File: src/busPkg.sv
package busPkg;

  // Memory geometry
  localparam int DATA_W  = 64;
  localparam int ADDR_W  = 16;               // Byte address
  localparam int LANES   = DATA_W / 8;
  localparam int LANE_W  = $clog2(LANES);    // Byte offset bits inside a word
  localparam int WORD_AW = ADDR_W - LANE_W;  // Word address bits

  // Single-beat access sizes
  typedef enum logic [1:0] {
    ACC_BYTE  = 2'd0,
    ACC_HALF  = 2'd1,
    ACC_WORD  = 2'd2,
    ACC_DWORD = 2'd3
  } accSizeT;

  // Core side request, valid is a one-cycle strobe
  typedef struct packed {
    logic              valid;
    logic              write;
    accSizeT           size;
    logic [ADDR_W-1:0] addr;
    logic [DATA_W-1:0] wdata;
  } accReqT;

  // Core side response
  typedef struct packed {
    logic              done;
    logic [DATA_W-1:0] rdata;   // Zero-extended lane
  } accRspT;

  // Word request toward the shared memory
  typedef struct packed {
    logic               valid;
    logic               write;
    logic [WORD_AW-1:0] wordAddr;
    logic [DATA_W-1:0]  wdata;
    logic [LANES-1:0]   byteMask;
  } memReqT;

endpackage

File: src/ctrlPkg.sv
package ctrlPkg;

  localparam int NUM_CORES = 2;
  localparam int CORE_ID_W = (NUM_CORES > 1) ? $clog2(NUM_CORES) : 1;

  // Flag command opcodes
  typedef enum logic [2:0] {
    OP_FORCE_TILE   = 3'd0,
    OP_RELEASE_TILE = 3'd1,
    OP_FORCE_CORE   = 3'd2,
    OP_RELEASE_CORE = 3'd3,
    OP_GET_STATUS   = 3'd4
  } flagOpT;

  // One flag command, valid is a one-cycle strobe
  typedef struct packed {
    logic                 valid;
    flagOpT               op;
    logic [CORE_ID_W-1:0] coreId;
  } flagCmdT;

  // Status pattern returned for GET_STATUS
  typedef struct packed {
    logic tileReset;
    logic coreReset;
    logic failed;
    logic passed;
  } coreStatT;

endpackage

File: src/laneAccess.sv
`timescale 1ns/1ps

module laneAccess
  import busPkg::*;
#(
  parameter int CORE_ID = 0
) (
  input  logic              dvtFlags,
  input  logic              pcFail,
  input  accReqT            req,
  output accRspT            rsp,
  output memReqT            memReq,
  input  logic              grant,
  input  logic [DATA_W-1:0] memRdata
);

  accReqT              pendReq;    // Request held until granted
  logic                pending;
  logic                doneQ;
  logic [LANE_W-1:0]   laneSel;    // Aligned byte offset
  logic [LANES-1:0]    laneMask;
  logic [DATA_W-1:0]   wdataRep;
  logic [DATA_W-1:0]   rdShift;

  // --------------------------------------------------------------------------
  // Pending and done tracking
  // --------------------------------------------------------------------------
  always_ff @(posedge dvtFlags or posedge pcFail) begin
    if (pcFail) begin
      pending <= 1'b0;
      doneQ   <= 1'b0;
    end else begin
      doneQ <= pending & grant;        // Memory answers one cycle after grant
      if (pending && grant) begin
        pending <= 1'b0;
      end else if (req.valid && !pending) begin
        pending <= 1'b1;               // Strobe while busy is dropped
      end
    end
  end

  // Payload capture, kept after grant so the read lane is still known
  always_ff @(posedge dvtFlags) begin
    if (req.valid && !pending) begin
      pendReq <= req;
    end
  end

  // --------------------------------------------------------------------------
  // Lane selection, mask and write replication
  // --------------------------------------------------------------------------
  always_comb begin
    case (pendReq.size)
      ACC_BYTE: begin
        laneSel  = pendReq.addr[2:0];
        laneMask = 8'h01 << pendReq.addr[2:0];
        wdataRep = {8{pendReq.wdata[7:0]}};
      end
      ACC_HALF: begin
        laneSel  = {pendReq.addr[2:1], 1'b0};
        laneMask = 8'h03 << {pendReq.addr[2:1], 1'b0};
        wdataRep = {4{pendReq.wdata[15:0]}};
      end
      ACC_WORD: begin
        laneSel  = {pendReq.addr[2], 2'b00};
        laneMask = pendReq.addr[2] ? 8'hF0 : 8'h0F;
        wdataRep = {2{pendReq.wdata[31:0]}};
      end
      default: begin
        laneSel  = '0;
        laneMask = '1;
        wdataRep = pendReq.wdata;
      end
    endcase
  end

  always_comb begin
    memReq.valid    = pending;
    memReq.write    = pendReq.write;
    memReq.wordAddr = pendReq.addr[ADDR_W-1:LANE_W];
    memReq.wdata    = wdataRep;
    memReq.byteMask = laneMask;
  end

  // Read lane moved down to bit 0, then zero-extended by size
  assign rdShift = memRdata >> {laneSel, 3'b000};

  always_comb begin
    rsp.done = doneQ;
    case (pendReq.size)
      ACC_BYTE:  rsp.rdata = {{(DATA_W-8){1'b0}}, rdShift[7:0]};
      ACC_HALF:  rsp.rdata = {{(DATA_W-16){1'b0}}, rdShift[15:0]};
      ACC_WORD:  rsp.rdata = {{(DATA_W-32){1'b0}}, rdShift[31:0]};
      default:   rsp.rdata = rdShift;
    endcase
  end

endmodule

File: src/busArbiter.sv
`timescale 1ns/1ps

module busArbiter
  import busPkg::*;
(
  input  logic   dvtFlags,
  input  logic   pcFail,
  input  memReqT memReq0,
  input  memReqT memReq1,
  output logic   grant0,
  output logic   grant1,
  output memReqT memOut
);

  logic prio1;   // Set when engine 1 goes first on a tie

  // --------------------------------------------------------------------------
  // Combinational round-robin grant
  // --------------------------------------------------------------------------
  always_comb begin
    grant0 = memReq0.valid && (!memReq1.valid || !prio1);
    grant1 = memReq1.valid && (!memReq0.valid || prio1);
  end

  // Loser of the last grant takes priority next time
  always_ff @(posedge dvtFlags or posedge pcFail) begin
    if (pcFail) begin
      prio1 <= 1'b0;
    end else if (grant0) begin
      prio1 <= 1'b1;
    end else if (grant1) begin
      prio1 <= 1'b0;
    end
  end

  // Forward the winner
  always_comb begin
    if (grant1) begin
      memOut = memReq1;
    end else begin
      memOut = memReq0;      // Invalid when nobody asks
    end
  end

endmodule

File: src/sharedMemory.sv
`timescale 1ns/1ps

module sharedMemory
  import busPkg::*;
#(
  parameter int MEM_WORDS = 64
) (
  input  logic              dvtFlags,
  input  memReqT            memReq,
  output logic [DATA_W-1:0] rdata
);

  localparam int IDX_W = $clog2(MEM_WORDS);

  logic [DATA_W-1:0] mem [MEM_WORDS];
  logic [IDX_W-1:0]  idx;

  assign idx = memReq.wordAddr[IDX_W-1:0];   // Upper word bits alias

  always_ff @(posedge dvtFlags) begin
    if (memReq.valid) begin
      if (memReq.write) begin
        for (int i = 0; i < LANES; i++) begin
          if (memReq.byteMask[i]) begin
            mem[idx][8*i +: 8] <= memReq.wdata[8*i +: 8];
          end
        end
      end else begin
        rdata <= mem[idx];                   // One-cycle read
      end
    end
  end

endmodule

File: src/resetControl.sv
`timescale 1ns/1ps

module resetControl
  import ctrlPkg::*;
#(
  parameter int SLEEP_DELAY = 20
) (
  input  logic                 dvtFlags,
  input  logic                 pcFail,
  input  flagCmdT              flagCmd,
  input  logic [NUM_CORES-1:0] passed,
  input  logic [NUM_CORES-1:0] failed,
  output logic [NUM_CORES-1:0] tileReset,
  output logic [NUM_CORES-1:0] coreReset,
  output coreStatT             statusOut,
  output logic                 statusValid
);

  localparam int CNT_W = $clog2(SLEEP_DELAY + 1);

  logic [NUM_CORES-1:0] endSeen;     // Pass or fail reported
  logic [NUM_CORES-1:0] endSeenQ;
  logic [NUM_CORES-1:0] armed;       // Sleep timer running
  logic [CNT_W-1:0]     sleepCnt [NUM_CORES];

  assign endSeen = passed | failed;

  // --------------------------------------------------------------------------
  // Command decode and sleep timers
  // --------------------------------------------------------------------------
  always_ff @(posedge dvtFlags or posedge pcFail) begin
    if (pcFail) begin
      tileReset   <= '1;                 // Tiles start held
      coreReset   <= '0;
      statusValid <= 1'b0;
      endSeenQ    <= '0;
      armed       <= '0;
      for (int c = 0; c < NUM_CORES; c++) begin
        sleepCnt[c] <= '0;
      end
    end else begin
      statusValid <= 1'b0;
      if (flagCmd.valid) begin
        case (flagCmd.op)
          OP_FORCE_TILE:   tileReset[flagCmd.coreId] <= 1'b1;
          OP_RELEASE_TILE: tileReset[flagCmd.coreId] <= 1'b0;
          OP_FORCE_CORE:   coreReset[flagCmd.coreId] <= 1'b1;
          OP_RELEASE_CORE: coreReset[flagCmd.coreId] <= 1'b0;
          OP_GET_STATUS:   statusValid <= 1'b1;
          default: ;
        endcase
      end

      endSeenQ <= endSeen;
      for (int c = 0; c < NUM_CORES; c++) begin
        if (endSeen[c] && !endSeenQ[c]) begin
          armed[c]    <= 1'b1;
          sleepCnt[c] <= CNT_W'(SLEEP_DELAY - 1);
        end else if (armed[c]) begin
          if (sleepCnt[c] == CNT_W'(1)) begin
            armed[c]     <= 1'b0;
            coreReset[c] <= 1'b1;      // Put the core to sleep
          end else begin
            sleepCnt[c] <= sleepCnt[c] - 1'b1;
          end
        end
      end
    end
  end

  // Status pattern for the addressed core
  always_ff @(posedge dvtFlags) begin
    if (flagCmd.valid && flagCmd.op == OP_GET_STATUS) begin
      statusOut.tileReset <= tileReset[flagCmd.coreId];
      statusOut.coreReset <= coreReset[flagCmd.coreId];
      statusOut.failed    <= failed[flagCmd.coreId];
      statusOut.passed    <= passed[flagCmd.coreId];
    end
  end

endmodule

File: src/pcMonitor.sv
`timescale 1ns/1ps

module pcMonitor
  import busPkg::*;
#(
  parameter logic [ADDR_W-1:0] PASS_ADDR   = 16'h0100,
  parameter logic [ADDR_W-1:0] FAIL_ADDR   = 16'h0104,
  parameter int                STUCK_LIMIT = 16
) (
  input  logic              dvtFlags,
  input  logic              pcFail,
  input  logic [ADDR_W-1:0] pc,
  input  logic              pcValid,
  output logic              passed,
  output logic              failed
);

  localparam int CNT_W = $clog2(STUCK_LIMIT + 1);

  logic [ADDR_W-1:0] lastPc;
  logic [CNT_W-1:0]  stuckCnt;   // Repeats of the same PC
  logic              samePc;
  logic              stuckHit;
  logic              passHit;
  logic              failHit;

  assign samePc   = (pc == lastPc);
  assign stuckHit = samePc && (stuckCnt >= CNT_W'(STUCK_LIMIT - 1));
  assign passHit  = (pc == PASS_ADDR);
  assign failHit  = (pc == FAIL_ADDR) || stuckHit;

  // --------------------------------------------------------------------------
  // Stuck counter and sticky pass or fail flags
  // --------------------------------------------------------------------------
  always_ff @(posedge dvtFlags or posedge pcFail) begin
    if (pcFail) begin
      lastPc   <= '0;
      stuckCnt <= '0;
      passed   <= 1'b0;
      failed   <= 1'b0;
    end else if (pcValid) begin
      lastPc <= pc;
      if (!samePc) begin
        stuckCnt <= '0;
      end else if (stuckCnt != CNT_W'(STUCK_LIMIT)) begin
        stuckCnt <= stuckCnt + 1'b1;      // Saturates at the limit
      end
      if (passHit) begin
        passed <= 1'b1;
      end
      if (failHit) begin
        failed <= 1'b1;
      end
    end
  end

endmodule

File: src/coreDriverTop.sv
`timescale 1ns/1ps

module coreDriverTop
  import busPkg::*;
  import ctrlPkg::*;
#(
  parameter int                MEM_WORDS   = 64,
  parameter int                STUCK_LIMIT = 16,
  parameter logic [ADDR_W-1:0] PASS_ADDR   = 16'h0100,
  parameter logic [ADDR_W-1:0] FAIL_ADDR   = 16'h0104,
  parameter int                SLEEP_DELAY = 20
) (
  input  logic                 dvtFlags,
  input  logic                 pcFail,
  input  accReqT               accReq0,
  input  accReqT               accReq1,
  output accRspT               accRsp0,
  output accRspT               accRsp1,
  input  flagCmdT              flagCmd,
  input  logic [ADDR_W-1:0]    pc0,
  input  logic                 pcValid0,
  input  logic [ADDR_W-1:0]    pc1,
  input  logic                 pcValid1,
  output logic [NUM_CORES-1:0] tileReset,
  output logic [NUM_CORES-1:0] coreReset,
  output coreStatT             statusOut,
  output logic                 statusValid
);

  memReqT               memReq0;
  memReqT               memReq1;
  memReqT               memOut;
  logic                 grant0;
  logic                 grant1;
  logic [DATA_W-1:0]    memRdata;   // Shared by both engines
  logic [NUM_CORES-1:0] passed;
  logic [NUM_CORES-1:0] failed;

  // --------------------------------------------------------------------------
  // Memory access path
  // --------------------------------------------------------------------------
  laneAccess #(.CORE_ID(0)) uAccess0 (
    .dvtFlags(dvtFlags), .pcFail(pcFail), .req(accReq0), .rsp(accRsp0),
    .memReq(memReq0), .grant(grant0), .memRdata(memRdata)
  );

  laneAccess #(.CORE_ID(1)) uAccess1 (
    .dvtFlags(dvtFlags), .pcFail(pcFail), .req(accReq1), .rsp(accRsp1),
    .memReq(memReq1), .grant(grant1), .memRdata(memRdata)
  );

  busArbiter uArbiter (
    .dvtFlags(dvtFlags), .pcFail(pcFail), .memReq0(memReq0), .memReq1(memReq1),
    .grant0(grant0), .grant1(grant1), .memOut(memOut)
  );

  sharedMemory #(.MEM_WORDS(MEM_WORDS)) uMemory (
    .dvtFlags(dvtFlags), .memReq(memOut), .rdata(memRdata)
  );

  // --------------------------------------------------------------------------
  // Reset control and PC monitors
  // --------------------------------------------------------------------------
  resetControl #(.SLEEP_DELAY(SLEEP_DELAY)) uResetCtl (
    .dvtFlags(dvtFlags), .pcFail(pcFail), .flagCmd(flagCmd),
    .passed(passed), .failed(failed), .tileReset(tileReset), .coreReset(coreReset),
    .statusOut(statusOut), .statusValid(statusValid)
  );

  pcMonitor #(
    .PASS_ADDR(PASS_ADDR), .FAIL_ADDR(FAIL_ADDR), .STUCK_LIMIT(STUCK_LIMIT)
  ) uMonitor0 (
    .dvtFlags(dvtFlags), .pcFail(pcFail), .pc(pc0), .pcValid(pcValid0),
    .passed(passed[0]), .failed(failed[0])
  );

  pcMonitor #(
    .PASS_ADDR(PASS_ADDR), .FAIL_ADDR(FAIL_ADDR), .STUCK_LIMIT(STUCK_LIMIT)
  ) uMonitor1 (
    .dvtFlags(dvtFlags), .pcFail(pcFail), .pc(pc1), .pcValid(pcValid1),
    .passed(passed[1]), .failed(failed[1])
  );

endmodule

File: config.mk
export PLATFORM = sky130hd
export DESIGN_NAME = coreDriverTop
export DESIGN_NICKNAME = d
export VERILOG_FILES = /design/src/busPkg.sv /design/src/ctrlPkg.sv /design/src/laneAccess.sv /design/src/busArbiter.sv /design/src/sharedMemory.sv /design/src/resetControl.sv /design/src/pcMonitor.sv /design/src/coreDriverTop.sv
export SDC_FILE = /design/constraint.sdc
export NUM_CORES = 2
export LEC_CHECK = 0
export BUFFER_PORTS_ARGS = -buffer_cell sky130_fd_sc_hd__buf_2
export CORE_AREA = 2 2 691 693
export CTS_BUF_LIST = sky130_fd_sc_hd__clkbuf_4 sky130_fd_sc_hd__clkbuf_8 sky130_fd_sc_hd__clkbuf_16
export CTS_CLUSTER_DIAMETER = 150
export DETAILED_ROUTE_END_ITERATION = 8
export DIE_AREA = 0 0 693 695
export GPL_TIMING_DRIVEN = 0
export HOLD_SLACK_MARGIN = 0.1
export PLACE_DENSITY = 0.47
export SLEW_MARGIN = 20
export SYNTH_ARGS = -nofsm -noshare
export SYNTH_HDL_FRONTEND = slang
export SYNTH_SLANG_ARGS = --single-unit
File: constraint.sdc
create_clock -name dvtFlags -period 8 [get_ports dvtFlags]
set_input_delay 0.4 -clock dvtFlags [delete_from_list [all_inputs] [get_ports dvtFlags]]
set_output_delay 0.4 -clock dvtFlags [all_outputs]
set_load 0.05 [all_outputs]
* Word level (Yosys, flattened, before mapping)
Memories as Yosys holds them, arrays and structs flattened. A register that Yosys moved wholly into a read port is not among the register bits.
Index checks and enable logic that the tools add are counted.
** Storage, ports and cells
- Register bits after elaboration :: 240
- RAM bits :: 4096
- Input bits :: 209
- Output and inout port bits :: 139
- Logic and storage cells :: 204
- Memories kept :: 1
** Memories
- uMemory.mem :: words 64, width 64, rd ports 1, clocked after Yosys merged registers in 1, write ports 1, RTL line sharedMemory.sv:15 : logic [DATA_W-1:0] mem [MEM_WORDS];
** Operators by class
- $add $sub $neg :: 4
- $lt $le $gt $ge :: 4
- Eq/ne operators :: 22
- Shift operators :: 6
- Multiplexer cells :: 86
- Bitwise operators :: 9
- Reduce and logical (&&, ||, !) cells :: 40
** Operators with widths (count)
- 64-bit case mux with 3 select lines :: 4
- 64-bit by 6-bit >> shifter with 64-bit output :: 2
- 87-bit two-way mux :: 1
- 16-bit by 9-bit == test with 1-bit output (second input constant) :: 4
- 1-bit two-way mux :: 61
- 5-bit two-way mux :: 10
- 8-bit case mux with 3 select lines :: 2
- 16-bit == test :: 2
- 2-bit AND reduction :: 10
- 3-bit case mux with 3 select lines :: 2
- 8-bit two-way mux :: 2
- 1-bit by 3-bit left shift with 8-bit output (first input constant) :: 2
- 2-bit by 3-bit left shift with 8-bit output (first input constant) :: 2
- 1-bit logical AND :: 12
- 2-bit nonzero test :: 6
- 5-bit by 1-bit adder with 5-bit output (second input constant) :: 2
- 5-bit by 1-bit == test with 1-bit output (second input constant) :: 2
- 5-bit by 4-bit greater-or-equal comparator with 1-bit output (second input constant) :: 2
- 5-bit inequality test (second input constant) :: 2
- 5-bit by 1-bit subtractor with 5-bit output (second input constant) :: 2
- 2-bit case mux with 2 select lines :: 2
- 3-bit by 2-bit == test with 1-bit output (second input constant) :: 2
- 2-bit bitwise OR :: 3
- 1-bit zero test :: 5
- other kinds (17) :: 27

* Longest topological paths before layout
- Depth after elaboration :: 11
- Gate-level depth with buffers :: 12

* Modules after synthesis
A second synthesis with hierarchy kept.
** Unflattened totals
- Cell total of the unflattened synthesis :: 10497
- Area total of the unflattened synthesis :: 172580.5 um2
** By module, submodules not included
- sharedMemory :: times used 1, cells an instance 9029, area each 156704.0 um2, sequential area each 124919.8 um2
- laneAccess :: times used 2, cells an instance 525, area each 5540.3 um2, sequential area each 2542.4 um2
- pcMonitor :: times used 2, cells an instance 108, area each 1214.9 um2, sequential area each 575.6 um2
- busArbiter :: times used 1, cells an instance 104, area each 1243.7 um2, sequential area each 25.0 um2
- resetControl :: times used 1, cells an instance 98, area each 1122.3 um2, sequential area each 598.1 um2

* Worst setup path after synthesis
OpenSTA, ideal clock, no wires.
- Path kind :: reg-to-reg
- Start :: register uArbiter.prio1
- End :: register uMemory.rdata[0] (read register of uMemory.mem), enable pin
- Data arrival time :: 4.441 ns
- Required time :: 7.491 ns
- Slack :: 3.051 ns
- Stages on the path, launching flop included :: 8
- Path buffers :: 4
- Period minus slack after synthesis :: 4.949 ns
- Path through :: dfrtp_1 -> nand2b_1 -> buf_4 -> nand2_2 -> clkbuf_1 -> clkbuf_1 -> buf_1 -> o22ai_1
** On the way
- Word-level cells in the longest chain between the ends :: 5
** Ends and longest elaborated chain
- start: declaration :: RTL line busArbiter.sv:15 : logic prio1;
- start signal: assignment :: RTL line busArbiter.sv:28 : prio1 <= 1'b0;
- start signal: assignment :: RTL line busArbiter.sv:30 : prio1 <= 1'b1;
- start signal: assignment :: RTL line busArbiter.sv:32 : prio1 <= 1'b0;
- 1-bit logical OR (*) :: RTL line busArbiter.sv:22 : grant1 = memReq1.valid && (!memReq0.valid || prio1);
- 1-bit logical AND (*) :: RTL line busArbiter.sv:22
- 87-bit two-way mux (*) :: RTL line busArbiter.sv:38 : if (grant1) begin
- 1-bit inverter (no line)
- 2-bit AND reduction (no line)
- end: declaration :: RTL line sharedMemory.sv:10 : output logic [DATA_W-1:0] rdata
Mark *: on every way between the ends. The rest lies on a longest branch, timed or not.
A chain may end at the register's enable or synchronous reset.

* Final worst setup path
- Start :: register uAccess1.pending
- End :: memory uMemory.mem[44][3], enable pin
** On the way
- Word-level cells in the longest chain between the ends :: 6
** Ends and longest elaborated chain
- start: declaration :: RTL line laneAccess.sv:18 : logic pending;
- start signal: assignment :: RTL line laneAccess.sv:30 : pending <= 1'b0;
- start signal: assignment :: RTL line laneAccess.sv:35 : pending <= 1'b0;
- start signal: assignment :: RTL line laneAccess.sv:37 : pending <= 1'b1;
- 1-bit logical AND :: RTL line busArbiter.sv:22
- 87-bit two-way mux (*) :: RTL line busArbiter.sv:38
- 1-bit two-way mux :: RTL line sharedMemory.sv:24 : if (memReq.byteMask[i]) begin
- 1-bit two-way mux :: RTL line sharedMemory.sv:22 : if (memReq.write) begin
- 1-bit two-way mux :: RTL line sharedMemory.sv:21 : if (memReq.valid) begin
- 1-bit two-way mux (implied by the code) :: RTL line sharedMemory.sv:25 : mem[idx][8*i +: 8] <= memReq.wdata[8*i +: 8];
- end: declaration :: RTL line sharedMemory.sv:15
Marked as above.

==> impl_metrics.prom <==
# TYPE chip_impl_metric gauge
chip_impl_info{name="status",value="finished clean"} 1
chip_impl_metric{name="final.min_clock_period",unit="ns"} 7.94
chip_impl_info{name="crit_path_cell_trace",value="buf_4, buf_2, nand4_1, buf_2, nand2_1, buf_2, buf_2, buf_1, nand2_1, nor2_1"} 1
chip_impl_metric{name="critical_path.max_stage_delay",unit="ns"} 1.29
chip_impl_metric{name="final-instance-count-excl-fill",unit=""} 18499
chip_impl_metric{name="syn_warnings",unit=""} 0
chip_impl_metric{name="drt_pass1_iterations",unit=""} 9
chip_impl_metric{name="maxSlewViolCount",unit=""} 0
chip_impl_metric{name="async_reset_ff_share",unit="%"} 1.60
chip_impl_metric{name="route.detailed.drc",unit=""} 0
chip_impl_metric{name="finalClockSkew",unit="ns"} 0.0804
chip_impl_metric{name="post_synth_inst_count",unit=""} 10362
chip_impl_metric{name="grt_remaining_overflow",unit=""} 0
chip_impl_metric{name="wl_per_cell",unit="um"} 40.8
chip_impl_info{name="cts_tree",value="done"} 1
chip_impl_metric{name="ctsHtreeMaxLevel",unit=""} 5
chip_impl_info{name="hold_path_startpoint",value="accReq0[47]"} 1
chip_impl_metric{name="fillers",unit=""} 41658
chip_impl_metric{name="timing.final.crit_share",unit="%"} 99.2
chip_impl_metric{name="worst-endpoint-required",unit="ns"} 8.65
chip_impl_info{name="rsz0062_at_grt",value="no"} 1
chip_impl_metric{name="setup-tns-final",unit="ns"} 0
chip_impl_metric{name="worstMarginPinSlew",unit="ns"} 1.44
chip_impl_info{name="worstHoldEndpoint",value="uAccess0.pendReq[47]"} 1
chip_impl_metric{name="chipWidth",unit="um"} 693
chip_impl_metric{name="yosysUniqueCellTypes",unit=""} 67
chip_impl_metric{name="grt_max_degree",unit=""} 65
chip_impl_metric{name="share_of_cells_above_drive_strength_1",unit="%"} 16.5
chip_impl_metric{name="cts_buffers",unit=""} 462
chip_impl_metric{name="setup-violations-final",unit=""} 0
chip_impl_metric{name="syn_nets",unit=""} 10581
chip_impl_info{name="crit_start",value="uAccess1.pending"} 1
chip_impl_info{name="clk_root_buffer_cell",value="sky130_fd_sc_hd__clkbuf_16"} 1
chip_impl_metric{name="max-vdd-ir-drop",unit="uV"} 225
chip_impl_metric{name="worst_ep_arrival_time",unit="ns"} 8.58
chip_impl_metric{name="worst_setup_hold_path_clk_slew",unit="ns"} 0.06
chip_impl_metric{name="initial_core_util",unit="%"} 35.9
chip_impl_metric{name="floorplan.io_pins",unit=""} 348
chip_impl_metric{name="grt_use_total",unit="%"} 30.4
chip_impl_metric{name="regToRegSetupSlack",unit="ns"} 0.06
chip_impl_metric{name="io_buffers",unit=""} 332
chip_impl_metric{name="final-seq-area",unit="sq um"} 131000
chip_impl_metric{name="grt_pass1_vias",unit=""} 108179
chip_impl_info{name="timing_worst_setup_path_type",value="reg -> reg"} 1
chip_impl_metric{name="cts_resized",unit=""} 0
chip_impl_metric{name="core_region_area",unit="sq um"} 474000
chip_impl_metric{name="clock_insertion_delay_worst_skew",unit="ns"} 1.08
chip_impl_info{name="holdCritPathClass",value="in -> reg"} 1
chip_impl_info{name="timing.critical_path.slowest_stage_cell",value="sky130_fd_sc_hd__nor2_1"} 1
chip_impl_metric{name="detail_route.wirelength",unit="mm"} 754
chip_impl_metric{name="hold_viol",unit=""} 0
chip_impl_info{name="final_cell_mix",value="sky130_fd_sc_hd__edfxtp_1 (4316), sky130_fd_sc_hd__a21boi_0 (1043), sky130_fd_sc_hd__a22oi_1 (1020)"} 1
chip_impl_metric{name="cts-root-to-sink-buffers",unit=""} 4
chip_impl_metric{name="nNetsFinal",unit=""} 12017
chip_impl_metric{name="worstPathMaxFanout",unit=""} 12
chip_impl_metric{name="post-dp-hpwl",unit="mm"} 559
chip_impl_metric{name="p_per_area",unit="nW/um^2"} 374
chip_impl_info{name="startpoint_type",value="flop"} 1
chip_impl_metric{name="fp.dieArea",unit="sq um"} 482000
chip_impl_metric{name="multiInputGateArea",unit="sq um"} 36900
chip_impl_metric{name="yosysSeqAreaShare",unit="%"} 77.2
chip_impl_info{name="synth_flop_cell",value="sky130_fd_sc_hd__edfxtp_1"} 1
chip_impl_metric{name="report.power.total",unit="mW"} 77.2
chip_impl_metric{name="initialDrtViolationCount",unit=""} 17164
chip_impl_metric{name="route.antenna.remaining_nets",unit=""} 0
chip_impl_metric{name="synthToLayoutAreaGrowth",unit="%"} 21.3
chip_impl_metric{name="gp_congestion",unit=""} 0.975
chip_impl_metric{name="synth.ff_latch_count",unit=""} 4386
chip_impl_metric{name="power_leakage",unit="nW"} 64.5
chip_impl_metric{name="number_of_synthesized_flops_with_an_enable_pin",unit=""} 4316
chip_impl_metric{name="reg2reg_depth",unit=""} 10
chip_impl_metric{name="synthesized_cell_area",unit="sq um"} 170000
chip_impl_info{name="worstReg2RegEnd",value="uMemory.mem[44][3]"} 1
chip_impl_metric{name="antenna_found_initial",unit=""} 115
chip_impl_metric{name="cap_viol_max_count",unit=""} 0
chip_impl_metric{name="achievable-frequency",unit="MHz"} 126
chip_impl_metric{name="die_h",unit="um"} 695
chip_impl_info{name="critical-path-top-cell-by-count",value="sky130_fd_sc_hd__buf_2"} 1
chip_impl_info{name="endpoint_kind",value="flop"} 1
chip_impl_metric{name="holdPathStages",unit=""} 2
chip_impl_info{name="worst_r2r_startpoint",value="uAccess1.pending"} 1
chip_impl_metric{name="detailroute.via_count",unit=""} 113311
chip_impl_metric{name="grt_pass1_wl",unit="mm"} 985
chip_impl_metric{name="rows",unit=""} 253
chip_impl_metric{name="slew-limit-headroom",unit="%"} 3.85
chip_impl_metric{name="dp.cells",unit=""} 17216
chip_impl_metric{name="clock-sinks",unit=""} 4386
chip_impl_metric{name="post_drt_via_cell_ratio",unit=""} 6.13
chip_impl_metric{name="syn-mean-instance-area",unit="sq um"} 16.4
chip_impl_info{name="final_common_cell",value="sky130_fd_sc_hd__edfxtp_1"} 1
==> sequential cells by signal (all words and copies together), names as in the netlist, 2 cells and up, named ones only <==
| signal | count |
|---|---|
| uResetCtl.sleepCnt | 10 |
| uAccess0.memReq | 7 |
| uMonitor0.lastPc | 16 |
| uResetCtl.coreReset | 2 |
| uMonitor1.stuckCnt | 5 |
| uResetCtl.endSeenQ | 2 |
| uAccess0.pendReq | 69 |
| uMemory.mem | 4096 |
| uResetCtl.statusOut | 4 |
| uMonitor1.lastPc | 16 |
| uAccess1.memReq | 7 |
| uAccess1.pendReq | 69 |
| uResetCtl.armed | 2 |
| uMemory.rdata | 64 |
| uMonitor0.stuckCnt | 5 |
==> cells in the mapped netlist (68+ instances only) <==
library cell,n,area (sq um)
sky130_fd_sc_hd__nand4_1,71,444
sky130_fd_sc_hd__a22oi_1,1020,7660
sky130_fd_sc_hd__clkbuf_1,643,2410
sky130_fd_sc_hd__a221oi_1,128,1120
sky130_fd_sc_hd__buf_2,87,435
sky130_fd_sc_hd__mux2i_1,77,771
sky130_fd_sc_hd__a22o_1,133,1160
sky130_fd_sc_hd__a21oi_1,171,856
sky130_fd_sc_hd__nor4_1,77,482
sky130_fd_sc_hd__nor2_1,579,2170
sky130_fd_sc_hd__a2111oi_0,382,3350
sky130_fd_sc_hd__dfrtp_1,68,1700
sky130_fd_sc_hd__a31oi_1,340,2130
sky130_fd_sc_hd__nand2_1,355,1330
sky130_fd_sc_hd__a31o_2,129,1130
sky130_fd_sc_hd__edfxtp_1,4316,130000
sky130_fd_sc_hd__a21boi_0,1044,7840
sky130_fd_sc_hd__nand3_1,86,430
sky130_fd_sc_hd__o21a_1,116,871
==> critical path, delay by kind of cell (launching register included) <==
kind	cells	cell delay, ns
flip-flops	1	0.61
buffers and inverters	6	3.76
AND/OR/NAND/NOR	4	3.09
==> worst max-delay path by stage <==
stage / end / slack (ns)
after floorplan: uMemory.rdata[0] / 3.05
after global placement: uMemory.mem[59][50] / -3.18
after detailed placement: uMemory.mem[60][60] / 0.61
after CTS: uMemory.mem[60][60] / 0.56
after global routing: uMemory.mem[44][3] / 0.51
final: uMemory.mem[44][3] / 0.06
==> layer usage <==
layer	GRT usage (%)	routed length, um	up-vias
li1	-	-	45423
met1	39.3	290000	58914
met2	46.9	335000	7362
met3	7.24	76300	1568
met4	17.5	51500	44
met5	0.340	586	-
==> logic make-up (layout without fill, tap and decap cells) <==
group                    after synthesis  in the layout  share of synthesized area, %
adder cells (fa/ha/maj)               10             10                        0.0736
buffers and inverters                821           2652                          1.92
AND/OR/NAND/NOR                     1328           1328                          3.47
other                                  0             59                             0
AO/OA/AOI/OAI                       3629           3629                          16.0
XOR/XNOR                              40             40                         0.206
flip-flops                          4386           4386                          77.2
multiplexers                         148            148                          1.07
==> cell type report <==
class / instances / share of cell area, %
clock buffer: 555 / 5.98
multi-input combinational: 5155 / 17.9
inverter: 30 / 0.0558
antenna: 59 / 0.0716
clock inverter: 304 / 1.32
timing repair buffer: 972 / 5.60
tap: 6247 / 3.79
buffer: 791 / 1.59
sequential: 4386 / 63.7
==> metrics by stage <==
stage	instance area [sq um]	hold slack, ns	utilization, %	setup WS (ns)
final	206000	0.169	43.5	0.0627
after global routing	206000	0.176	43.5	0.511
after CTS	206000	0.102	43.5	0.558
after detailed placement	187000	0.432	39.5	0.611
after global placement	180000	0.476	37.9	-3.18
after floorplan	170000	0.446	-	3.05
==> where the power goes <==
group | internal (mW) | leakage, nW | switching (mW)
sequential | 29.9 | 39.7 | 0.989
combinational | 6.47 | 17.4 | 18.3
clock | 12.2 | 7.45 | 9.40
total | 48.5 | 64.5 | 28.7
==> what timing repair did <==
action	4_1_cts	5_1_grt
setup endpoints to repair	0	0
buffers inserted	0	0
hold endpoints to repair	340	0
hold buffers	365	0
No activity file was read; power rests on OpenSTA's default activity.
